<file path="config.mk">
export PLATFORM = sky130hd
export DESIGN_NAME = req_queue
export DESIGN_NICKNAME = d
export VERILOG_FILES = /design/src/source/req_queue.sv
export SDC_FILE = /design/constraint.sdc
export NUM_CORES = 1
export LEC_CHECK = 0
export BUFFER_PORTS_ARGS = -buffer_cell sky130_fd_sc_hd__buf_2
export CAP_MARGIN = 5
export CELL_PAD_IN_SITES_DETAIL_PLACEMENT = 1
export CELL_PAD_IN_SITES_GLOBAL_PLACEMENT = 1
export CORE_MARGIN = 1.5
export CORE_UTILIZATION = 43
export DETAILED_ROUTE_END_ITERATION = 8
export PLACE_DENSITY_LB_ADDON = 0.1
export SETUP_SLACK_MARGIN = 0.1
export SKIP_LAST_GASP = 1
export SLEW_MARGIN = 0
export SYNTH_ARGS = -nofsm -noshare
export SYNTH_HDL_FRONTEND = slang
export SYNTH_SLANG_ARGS = --single-unit
</file>
<file path="constraint.sdc">
create_clock -name clk_i -period 1.3 [get_ports clk_i]
set_clock_uncertainty 0.1 [all_clocks]
set_input_delay 0.13 -clock clk_i [delete_from_list [all_inputs] [get_ports clk_i]]
set_output_delay 0.13 -clock clk_i [all_outputs]
set_load 0.05 [all_outputs]
</file>
<file path="src/source/req_queue.sv">
`timescale 1ns/1ps
`default_nettype none

module req_queue #(
    parameter int DEPTH   = 4,
    parameter int ENTRY_W = 8
) (
    input  wire               clk_i,
    input  wire               locked_i,
    input  wire               push_i,
    input  wire [ENTRY_W-1:0] push_data_i,
    input  wire               pop_i,
    output logic              not_empty_o,
    output logic [ENTRY_W-1:0] head_o,
    output logic              credit_o
);

    localparam int PTR_W = $clog2(DEPTH);
    localparam int CNT_W = $clog2(DEPTH + 1);
    localparam logic [PTR_W-1:0] LAST = PTR_W'(DEPTH - 1);

    logic [ENTRY_W-1:0] mem [DEPTH];
    logic [PTR_W-1:0]   wr_ptr;
    logic [PTR_W-1:0]   rd_ptr;
    logic [CNT_W-1:0]   count;  // occupancy, sender's credits keep it <= DEPTH

    // storage, payload only
    always_ff @(posedge clk_i) begin
        if (push_i) begin
            mem[wr_ptr] <= push_data_i;
        end
    end

    always_ff @(posedge clk_i or negedge locked_i) begin
        if (!locked_i) begin
            wr_ptr   <= '0;
            rd_ptr   <= '0;
            count    <= '0;
            credit_o <= 1'b0;
        end else begin
            if (push_i) begin
                wr_ptr <= (wr_ptr == LAST) ? '0 : wr_ptr + 1'b1;
            end
            if (pop_i) begin
                rd_ptr <= (rd_ptr == LAST) ? '0 : rd_ptr + 1'b1;
            end
            case ({push_i, pop_i})
                2'b10:   count <= count + 1'b1;
                2'b01:   count <= count - 1'b1;
                default: count <= count;
            endcase
            credit_o <= pop_i;  // one credit back per freed slot
        end
    end

    assign not_empty_o = (count != '0);
    assign head_o      = mem[rd_ptr];

endmodule

`default_nettype wire

</file>
==> impl_metrics.toml <==
[detailed_routing]
dr.first_iter.drc_count = 40
drt_pass1_iterations = 4
route.detailed.vias_per_inst = 4.95
drc = 0
detailroute.via_count = 861
wl_mm = 3.09
routed_wire_length_per_instance_um = 17.7
detail-route-antenna-nets = 0

[synth]
synth_top_cells_by_count = "edfxtp_1 (32), dfrtp_1 (8), mux4_2 (8)"
yosysSeqAreaShare_pct = 73.4
postSynthRegisterBits = 40
ys.flop_type = "edfxtp_1"
synthesis.area_um2 = 1580
library_cell_with_the_highest_instance_count_after_synthesis = "edfxtp_1"
synth_enable_flop_cells = 32
main_area_contributors_after_synthesis = "edfxtp_1 (61%), dfrtp_1 (13%), mux4_2 (11%)"
synth_warnings = 0
synthesis.nets = 96
synth.lib_cells_used.distinct = 16
netlist.area_leader.share_pct = 60.7
syn-mean-instance-area_um2 = 20.6
synth_top_area_cell = "edfxtp_1"
synth_async_sr_flop_share_pct = 20.0
post_synth_inst_count = 77

[cts]
htreeDepth = 2
clk_root_buffer_cell = "clkbuf_8"
cts-buffers-inserted = 5
cts_tree = "built"
clkSlewWorstSetupHoldPaths_ps = 70
clk_latency_ps = 280
cts.sink_count = 40
ctsLongestPathBuffers = 2

[power_and_ir_drop]
power.density_cell_area_nw_per_um2 = 2320
p_sw_share_pct = 37.0
leakage_nw = 0.816
clock_share_of_power_pct = 15.2
vdd_ir_drop_max_uv = 1290
pwr-share-seq_pct = 37.6
design_internal_power_mw = 3.17
power.switching_mw = 1.86
comb_power_share_pct = 47.2

[worst_hold_path]
min_path_type = "input pin to flip-flop"
min_to = "wr_ptr[0]"
min_path_cells = 3
worstHoldStart = "push_i"

[sta]
report.final.setup_viol = 12
grt_setup_unrepaired = "true"
timing_worst_slew_pin_value_ps = 245
setup_tns_ps = -4030
timing_max_transition_violations_final = 0
fmaxAchievable_ghz = 0.574
setup_ws_ps = -441
timing_hold_violations_final = 0
timing.final.crit_share_pct = 134
period_minus_slack_ps = 1740
max-slew-margin-rel_pct = 83.7

[cells_and_area]
reg_area_um2 = 1160
multi_input_comb_area_um2 = 473
fillCellCount = 308
share_of_post_route_cells_with_drive_strength_above_1_pct = 55.5
design.final.nets = 146
area_growth_syn_to_layout_pct = 37.2
finish.instance_area_um2 = 2170
finalNonFillerCells = 174
antenna_cells = 0

[global_route]
via_count_of_the_first_global_routing_pass = 944
track_usage_pct = 17.4
grt_first_pass_wirelength_mm = 4.88
grt_start_max_net_pins = 13
globalRoute.totalOverflow = 0
antenna_found_initial = 0

[status]
failed_checks = "negative setup slack"
outcome = "complete, but fails checks"

[critical_path]
cp.required_ps = 1070
r2r-start = "rd_ptr[0]"
startpoint_type = "flip-flop"
critical_path_class = "flip-flop to output port"
critPathMaxFanout = 3
worst_ep_arrival_time_ps = 1510
worst_r2r_endpoint = "rd_ptr[1]"
critical_path.endpoint_type = "output port"
regToRegSetupSlack_ps = -180
reg2regPathDepth = 4

[floorplan]
floorplan.initialDensity_pct = 46.0
placeableCoreArea_um2 = 3440
ios = 22
floorplan.die_area_um2 = 4050
placementRows = 21
die_height_um = 63.7
die_width_um = 63.7

[placed_design]
io_buffers = 21
dp_cells = 150
gpl.final_weighted_congestion = 0.697
place_hpwl_mm = 1.89
post_dp_cell_area_um2 = 1800

[run]
max-cap-violations = 0
==> worst max-delay path, stage by stage, from the launching register on <==
cell and delay, ps:
dfrtp_1 380, buf_4 140, mux4_2 520, buf_6 180
==> cells by family (layout without fill, tap and decap cells) <==
family	after synthesis	after routing	synth area share (%)
compound gates	2	2	0.632
xor+xnor	3	3	1.66
fa+ha+maj	7	7	6.01
buf+inv	5	56	1.74
flops	40	40	73.4
mux	11	11	13.5
simple gates	9	9	3.08
==> how the worst max path moves through the flow <==
stage               from         to  slack, ps  depth (start not counted)
2_1_floorplan  rd_ptr[0]  head_o[0]       -100                          2
3_3_place_gp   rd_ptr[0]  head_o[6]       -150                          3
3_5_place_dp   rd_ptr[0]  head_o[5]       -180                          3
4_1_cts        rd_ptr[0]  head_o[7]       -450                          3
5_1_grt        rd_ptr[0]  head_o[3]       -490                          3
6_report       rd_ptr[0]  head_o[3]       -440                          3
==> power groups by stage <==
| stage | sequential, mW | combinational (mW) | clock (mW) |
|---|---|---|---|
| detailed placement | 1.88 | 1.78 | 0 |
| finish | 1.89 | 2.38 | 0.764 |
| global placement | 1.87 | 1.74 | 0 |
| CTS | 1.85 | 2.24 | 0.788 |
| floorplan | 1.80 | 1.40 | 0 |
| global route | 1.92 | 2.51 | 0.852 |
==> cell usage in the layout (no fill, tap or decap) <==
| cell type | instances |
|---|---|
| dfrtp_1 | 5 |
| o21ai_2 | 1 |
| xnor2_1 | 2 |
| fa_2 | 1 |
| inv_4 | 2 |
| clkinv_1 | 1 |
| dfrtp_2 | 3 |
| buf_4 | 11 |
| o21ai_0 | 1 |
| clkbuf_8 | 5 |
| edfxtp_1 | 32 |
| ha_1 | 1 |
| nor2_1 | 2 |
| and2_4 | 4 |
| buf_2 | 12 |
| mux2_2 | 3 |
| clkinv_2 | 2 |
| mux4_2 | 8 |
| or3_4 | 2 |
| ha_2 | 1 |
| nand2_1 | 1 |
| dlygate4sd3_1 | 10 |
| ha_4 | 4 |
| inv_1 | 1 |
| buf_6 | 12 |
| xor2_1 | 1 |
==> layout make-up <==
type	count	share of cell area, %
clock buffer	5	3.17
clock inverter	3	0.634
inverter	3	0.749
multi-input combinational	32	21.8
sequential	40	53.6
tap	46	2.65
timing repair buffer	45	17.4
==> routing by layer <==
metal | GRT usage (%) | part of all wire, % | up-vias
li1 | - | - | 397
met1 | 19.0 | 40 | 443
met2 | 31.2 | 55 | 15
met3 | 4.82 | 2.2 | 6
met4 | 8.15 | 1.8 | 0
met5 | 0 | 0 | -
==> through the flow <==
step                hold WS [ps]  utilization (%)  worst slack (ps)  total power [mW]
global placement            -113             52.3              -154              3.61
CTS                         67.1             61.4              -447              4.88
floorplan                   -266                -             -96.4              3.20
finish                      54.8             63.1              -441              5.03
global route                61.6             63.1              -493              5.29
detailed placement          -112             52.3              -176              3.66
==> flip-flops by register name, summed over array words and instances (netlist names) <==
signal,cells
mem,32
count,3
rd_ptr,2
wr_ptr,2
credit_o,1
==> timing repair <==
action	CTS	global route
hold buffers	10	0
buffers inserted	5	1
pin swaps	5	5
hold endpoints to repair	41	0
endpoints found under the setup margin	46	46
resized for setup	30	12
Power figures use the tool's default switching activity.
