===== config.mk =====
export PLATFORM = sky130hd
export DESIGN_NAME = bus_arbiter_flat
export DESIGN_NICKNAME = d
export VERILOG_FILES = /design/src/source/mem_map_pkg.sv /design/src/source/bus_pkg.sv /design/src/source/mem_bus_if.sv /design/src/source/bus_arbiter.sv /design/src/flat_wrapper.sv
export SDC_FILE = /design/constraint.sdc
export NUM_CORES = 1
export LEC_CHECK = 0
export ABC_AREA = 1
export BUFFER_PORTS_ARGS = -buffer_cell sky130_fd_sc_hd__buf_2
export CAP_MARGIN = 25
export CELL_PAD_IN_SITES_DETAIL_PLACEMENT = 0
export CELL_PAD_IN_SITES_GLOBAL_PLACEMENT = 1
export CORE_MARGIN = 2
export CORE_UTILIZATION = 13
export CTS_CLUSTER_DIAMETER = 120
export DETAILED_ROUTE_END_ITERATION = 7
export PLACE_DENSITY_LB_ADDON = 0.12
export SLEW_MARGIN = 10
export SYNTH_ARGS = -nofsm -noshare
export SYNTH_HDL_FRONTEND = slang
export SYNTH_SLANG_ARGS = --single-unit

===== constraint.sdc =====
create_clock -name clk_i -period 0.8 [get_ports clk_i]
set_input_delay 0.16 -clock clk_i [delete_from_list [all_inputs] [get_ports clk_i]]
set_output_delay 0.16 -clock clk_i [all_outputs]
set_load 0.02 [all_outputs]

===== src/source/mem_map_pkg.sv =====
`default_nettype none

package mem_map_pkg;

    // word addressed bank, byte lanes within a word
    localparam int ADDR_W = 10;
    localparam int DATA_W = 32;
    localparam int BE_W   = DATA_W / 8;

    typedef logic [ADDR_W-1:0] addr_t;  // word address
    typedef logic [DATA_W-1:0] word_t;  // one data word
    typedef logic [BE_W-1:0]   be_t;    // byte enables, active high

    // top level default bank size, fills the whole address space
    localparam int MEM_WORDS_DEF = 1024;

endpackage

`default_nettype wire


===== src/source/bus_pkg.sv =====
`default_nettype none

package bus_pkg;

    // fetch entry is just the word address
    localparam int FETCH_ENTRY_W = mem_map_pkg::ADDR_W;

    // load/store entry, msb first: we | be | wdata | addr
    localparam int LSU_ADDR_LSB = 0;
    localparam int LSU_DATA_LSB = LSU_ADDR_LSB + mem_map_pkg::ADDR_W;
    localparam int LSU_BE_LSB   = LSU_DATA_LSB + mem_map_pkg::DATA_W;
    localparam int LSU_WE_BIT   = LSU_BE_LSB + mem_map_pkg::BE_W;
    localparam int LSU_ENTRY_W  = LSU_WE_BIT + 1;  // 47 bits

    typedef logic [FETCH_ENTRY_W-1:0] fetch_entry_t;
    typedef logic [LSU_ENTRY_W-1:0]   lsu_entry_t;

    // owner of the read in flight, steers next cycle's rdata
    typedef enum logic [1:0] {
        GRANT_NONE,
        GRANT_FETCH,
        GRANT_LSU
    } grant_e;

endpackage

`default_nettype wire


===== src/source/mem_bus_if.sv =====
`timescale 1ns/1ps
`default_nettype none

interface mem_bus_if;

    logic               req;    // access this cycle
    logic               we;     // low means read
    mem_map_pkg::addr_t addr;
    mem_map_pkg::be_t   be;
    mem_map_pkg::word_t wdata;
    mem_map_pkg::word_t rdata;  // valid the cycle after a read

    modport master (
        output req, we, addr, be, wdata,
        input  rdata
    );

    modport slave (
        input  req, we, addr, be, wdata,
        output rdata
    );

endinterface

`default_nettype wire


===== src/source/bus_arbiter.sv =====
`timescale 1ns/1ps
`default_nettype none

module bus_arbiter (
    input  wire                    clk_i,
    input  wire                    locked_i,
    input  wire                    fetch_pending_i,
    input  wire bus_pkg::fetch_entry_t fetch_head_i,
    input  wire                    lsu_pending_i,
    input  wire bus_pkg::lsu_entry_t   lsu_head_i,
    output logic                   fetch_pop_o,
    output logic                   lsu_pop_o,
    output logic                   fetch_rvalid_o,
    output mem_map_pkg::word_t     fetch_rdata_o,
    output logic                   lsu_rvalid_o,
    output mem_map_pkg::word_t     lsu_rdata_o,
    mem_bus_if.master              bus
);

    logic                lsu_we;
    mem_map_pkg::be_t    lsu_be;
    mem_map_pkg::word_t  lsu_wdata;
    mem_map_pkg::addr_t  lsu_addr;
    logic                grant_fetch;
    logic                grant_lsu;
    bus_pkg::grant_e     grant_d;
    bus_pkg::grant_e     grant_q;

    // unpack the load/store head
    assign lsu_we    = lsu_head_i[bus_pkg::LSU_WE_BIT];
    assign lsu_be    = lsu_head_i[bus_pkg::LSU_BE_LSB +: mem_map_pkg::BE_W];
    assign lsu_wdata = lsu_head_i[bus_pkg::LSU_DATA_LSB +: mem_map_pkg::DATA_W];
    assign lsu_addr  = lsu_head_i[bus_pkg::LSU_ADDR_LSB +: mem_map_pkg::ADDR_W];

    // load/store always wins, fetch only gets idle cycles
    assign grant_lsu   = lsu_pending_i;
    assign grant_fetch = fetch_pending_i & ~lsu_pending_i;

    assign lsu_pop_o   = grant_lsu;
    assign fetch_pop_o = grant_fetch;

    // drive the shared bus from the winner's head
    assign bus.req   = grant_lsu | grant_fetch;
    assign bus.we    = grant_lsu & lsu_we;  // fetch never writes
    assign bus.addr  = grant_lsu ? lsu_addr : mem_map_pkg::addr_t'(fetch_head_i);
    assign bus.be    = grant_lsu ? lsu_be : '1;
    assign bus.wdata = lsu_wdata;

    always_comb begin
        if (grant_lsu && !lsu_we) begin
            grant_d = bus_pkg::GRANT_LSU;
        end else if (grant_fetch) begin
            grant_d = bus_pkg::GRANT_FETCH;
        end else begin
            grant_d = bus_pkg::GRANT_NONE;  // idle or store, no response
        end
    end

    always_ff @(posedge clk_i or negedge locked_i) begin
        if (!locked_i) begin
            grant_q <= bus_pkg::GRANT_NONE;
        end else begin
            grant_q <= grant_d;
        end
    end

    // bank data lands one cycle after the grant
    assign fetch_rvalid_o = (grant_q == bus_pkg::GRANT_FETCH);
    assign lsu_rvalid_o   = (grant_q == bus_pkg::GRANT_LSU);
    assign fetch_rdata_o  = bus.rdata;
    assign lsu_rdata_o    = bus.rdata;

endmodule

`default_nettype wire


===== src/flat_wrapper.sv =====
// flat-port wrapper written by rule: the top's interface ports become plain ports
module bus_arbiter_flat 
  (clk_i, locked_i, fetch_pending_i, fetch_head_i, lsu_pending_i, lsu_head_i, fetch_pop_o, lsu_pop_o, fetch_rvalid_o, fetch_rdata_o, lsu_rvalid_o, lsu_rdata_o, bus_req, bus_we, bus_addr, bus_be, bus_wdata, bus_rdata);
  mem_bus_if bus_i ();
  input  wire clk_i;
  input  wire locked_i;
  input  wire fetch_pending_i;
  input  wire bus_pkg::fetch_entry_t fetch_head_i;
  input  wire lsu_pending_i;
  input  wire bus_pkg::lsu_entry_t lsu_head_i;
  output logic fetch_pop_o;
  output logic lsu_pop_o;
  output logic fetch_rvalid_o;
  output mem_map_pkg::word_t fetch_rdata_o;
  output logic lsu_rvalid_o;
  output mem_map_pkg::word_t lsu_rdata_o;
  output wire logic [$bits(bus_i.req)-1:0] bus_req;
  output wire logic [$bits(bus_i.we)-1:0] bus_we;
  output wire logic [$bits(bus_i.addr)-1:0] bus_addr;
  output wire logic [$bits(bus_i.be)-1:0] bus_be;
  output wire logic [$bits(bus_i.wdata)-1:0] bus_wdata;
  input wire logic [$bits(bus_i.rdata)-1:0] bus_rdata;
  assign bus_req = bus_i.req;
  assign bus_we = bus_i.we;
  assign bus_addr = bus_i.addr;
  assign bus_be = bus_i.be;
  assign bus_wdata = bus_i.wdata;
  assign bus_i.rdata = bus_rdata;
  bus_arbiter u_core (.clk_i(clk_i), .locked_i(locked_i), .fetch_pending_i(fetch_pending_i), .fetch_head_i(fetch_head_i), .lsu_pending_i(lsu_pending_i), .lsu_head_i(lsu_head_i), .fetch_pop_o(fetch_pop_o), .lsu_pop_o(lsu_pop_o), .fetch_rvalid_o(fetch_rvalid_o), .fetch_rdata_o(fetch_rdata_o), .lsu_rvalid_o(lsu_rvalid_o), .lsu_rdata_o(lsu_rdata_o), .bus(bus_i));
endmodule

==> metrics.md <==
| Metric | Value |
|---|---|
| Core area | between 0.007 and 0.008 mm^2 |
| Crit path DAT | 840 ps |
| Max reg flops | 2 |
| Max_cap viols | 0 |
| TritonCTS clock tree | built |
| Peak VDD IR | between 0.0002 and 0.00025 V |
| Biggest register | u_core.grant_q |
| Register area share after synthesis | slightly below 5% |
| Leak | roughly 0.54 nW |
| Commonest non-fill, non-tap cell in the layout | buf_2 |
| Share of cells above drive strength 1 | roughly four fifths |
| Initial antenna violation count | 0 |
| Number of global-route vias before repair | between 600 and 700 |
| Layout area overhead | 0.9888% |
| Row cnt | 32 |
| Synth Area in Adders | 0% |
| Worst-path cell chain | nor2_2 -> buf_6 |
| Initial DRC count | 1 |
| Post-synthesis compound-gate area fraction | 0% |
| N_diodes | 0 |
| CP delay by family, top | flip-flops |
| Initial core utilization | around an eighth |
| Tmin final | 995.4 ps |
| First-pass GRT wire length | roughly 3.7 mm |
| CP max stage delay | 380 ps |
| Syn Nets | 244 |
| Syn Inst Count | about 150 |
| Die Wd | a little over 90 um |
| Design Area, Final | slightly above 0.001 mm^2 |
| Slew @ Worst Pin | approximately 110 ps |
| Synth unique cells | 11 |
| Synth Cell Area | 0.001012 mm^2 |
| Buffers added on ports | 48 |
| Buffers plus inverters on the worst setup path | 1 |
| Startpoint types | register |
| Mux share of post-synthesis cell area | 0% |
| # H-tree levels | 1 |
| Unrepaired setup endpoints after global routing | yes |
| WL final | between 2 and 3 mm |
| Failing checks | negative setup slack |
| Final WS setup | -195.4 ps |
| Ports | approximately 210 |
| Clk root buf | clkbuf_8 |
| Fin nets | a little over 200 |
| Critical Path RT | around 640 ps |
| Simple-gate share of the synthesized area | roughly 16% |
| Setup slack at placement | -176.5 ps |
| Top Registers | u_core.grant_q x2 |
| Run status | finished with violations |
| DIE AREA | 0.008508 mm^2 |
| Period utilization | 124.4% |
| CTS clk-pin slew, worst paths | 30 ps |
| Final Setup Violations | 12 |
| Congestion Overflow GR | 0 |
| Mean Syn Cell Area | 6.703 um^2 |
| Number of synthesized register bits | 2 |
| Overall power | around 1.0 mW |
| Max Freq | 1.005 GHz |
| Fin. max-slew vios | 0 |
| CTS max path bufs | 2 |
| CTS buffer count | 3 |
| Most frequent cells in the layout | buf_2 (29), buf_6 (19), nand2_2 (17) |
| WL per Instance | ~12 um |
| Largest net degree at the start of global routing | 13 |
| GP Congestion | about 0.66 |
| Combinational family with the most area after synthesis | buffers and inverters |
| Critical Path End Type | output port |
| Vias | 649 |
| 1st-pass router iterations | 4 |
| Synth Area in XOR/XNOR | 0% |
| Cell Area, Placed | around 650 um^2 |
| Drt drc | 0 |
| Worst rel slew slack | ~90% |
| PD cells | approximately 1000 mW/mm^2 |
| DP HPWL | between 1.5 and 2 mm |
| Synth warnings | 0 |
| WS Path Type | register to output port |
| Worst min path class | input port to register |
| Worst-path maximum fanout | 2 |
| Clock Sinks | 2 |
| Routed Antenna Nets | 0 |
| Vias per cell | 3.061 |
| Tot GR Track Use | around 5.4% |
| Worst path slowest cell | dfrtp_1 |
| Die Ht | roughly 92 um |
| Hold Fails Final Rpt | 0 |
## where the power goes
part,total (mW),switching [mW],leakage (nW),internal (mW)
Sequential,0.111,0.00341,0.0258,0.107
Clock,0.392,0.0738,0.0216,0.318
Combinational,0.539,0.261,0.492,0.277
Total,1.04,0.339,0.540,0.702
## metrics by stage
stage          TNS [ps]  util, %  cells  hold WS, ps
6_report         -529.8    13.37    212        154.1
5_1_grt          -831.6    13.37    212        155.0
4_1_cts          -467.1    12.12    211        135.3
3_5_place_dp      -2472    8.557    204       -53.83
3_3_place_gp      -2217    8.557    204       -51.80
2_1_floorplan    -15.32        -    151       -135.6
## cell usage after synthesis
| master | instances | area [um^2] |
|---|---|---|
| nor2_1 | 3 | 11.26 |
| clkbuf_8 | 1 | 13.76 |
| dfrtp_1 | 2 | 50.05 |
| nand2_2 | 2 | 12.51 |
| buf_8 | 1 | 15.01 |
| buf_4 | 97 | 728.2 |
| nor2_2 | 1 | 6.260 |
| inv_4 | 1 | 6.260 |
| buf_6 | 1 | 11.26 |
| inv_1 | 8 | 30.03 |
| nand2_1 | 34 | 127.6 |
## cells by family (layout without fill, tap and decap cells)
kind of cell           after synthesis  in the layout
and+or+nand+nor                     40             40
DFF                                  2              2
buffers and inverters              109             68
## area by class of cell
type                            count  area, um^2
Fill cell                         879        6625
Timing Repair Buffer               56       481.7
Multi-Input combinational cell     40       275.3
Tap cell                          102       127.6
Sequential cell                     2       50.05
Inverter                            9       46.29
Clock buffer                        3       41.29
## path summary, 6_finish.rpt
| check | startpoint | endpoint | slack, ps | depth (start not counted) |
|---|---|---|---|---|
| max | u_core.grant_q[0] | lsu_rvalid_o | -200 | 2 |
| min | lsu_head_i[46] | u_core.grant_q[1] | 150 | 2 |
| max in group asynchronous | locked_i | u_core.grant_q[0] | 420 | 2 |
| min in group asynchronous | locked_i | u_core.grant_q[1] | 280 | 2 |
## metal layers
layer	track usage (%)	share of wire, %	routed length (um)
met4	3.358	2.6	66
met5	0	0	0
met3	4.848	22	559
met1	4.152	26	657
met2	8.946	49	1221
## timing repair
item                       in CTS  in global routing
setup endpoints to repair      20                 18
resized for setup              60                 23
hold buffers                    1                  0
setup buffers                   2                  1
cloned                          1                  0
pin swaps                      12                  0
hold endpoints to repair        2                  0
Power figures use the tool's default switching activity.
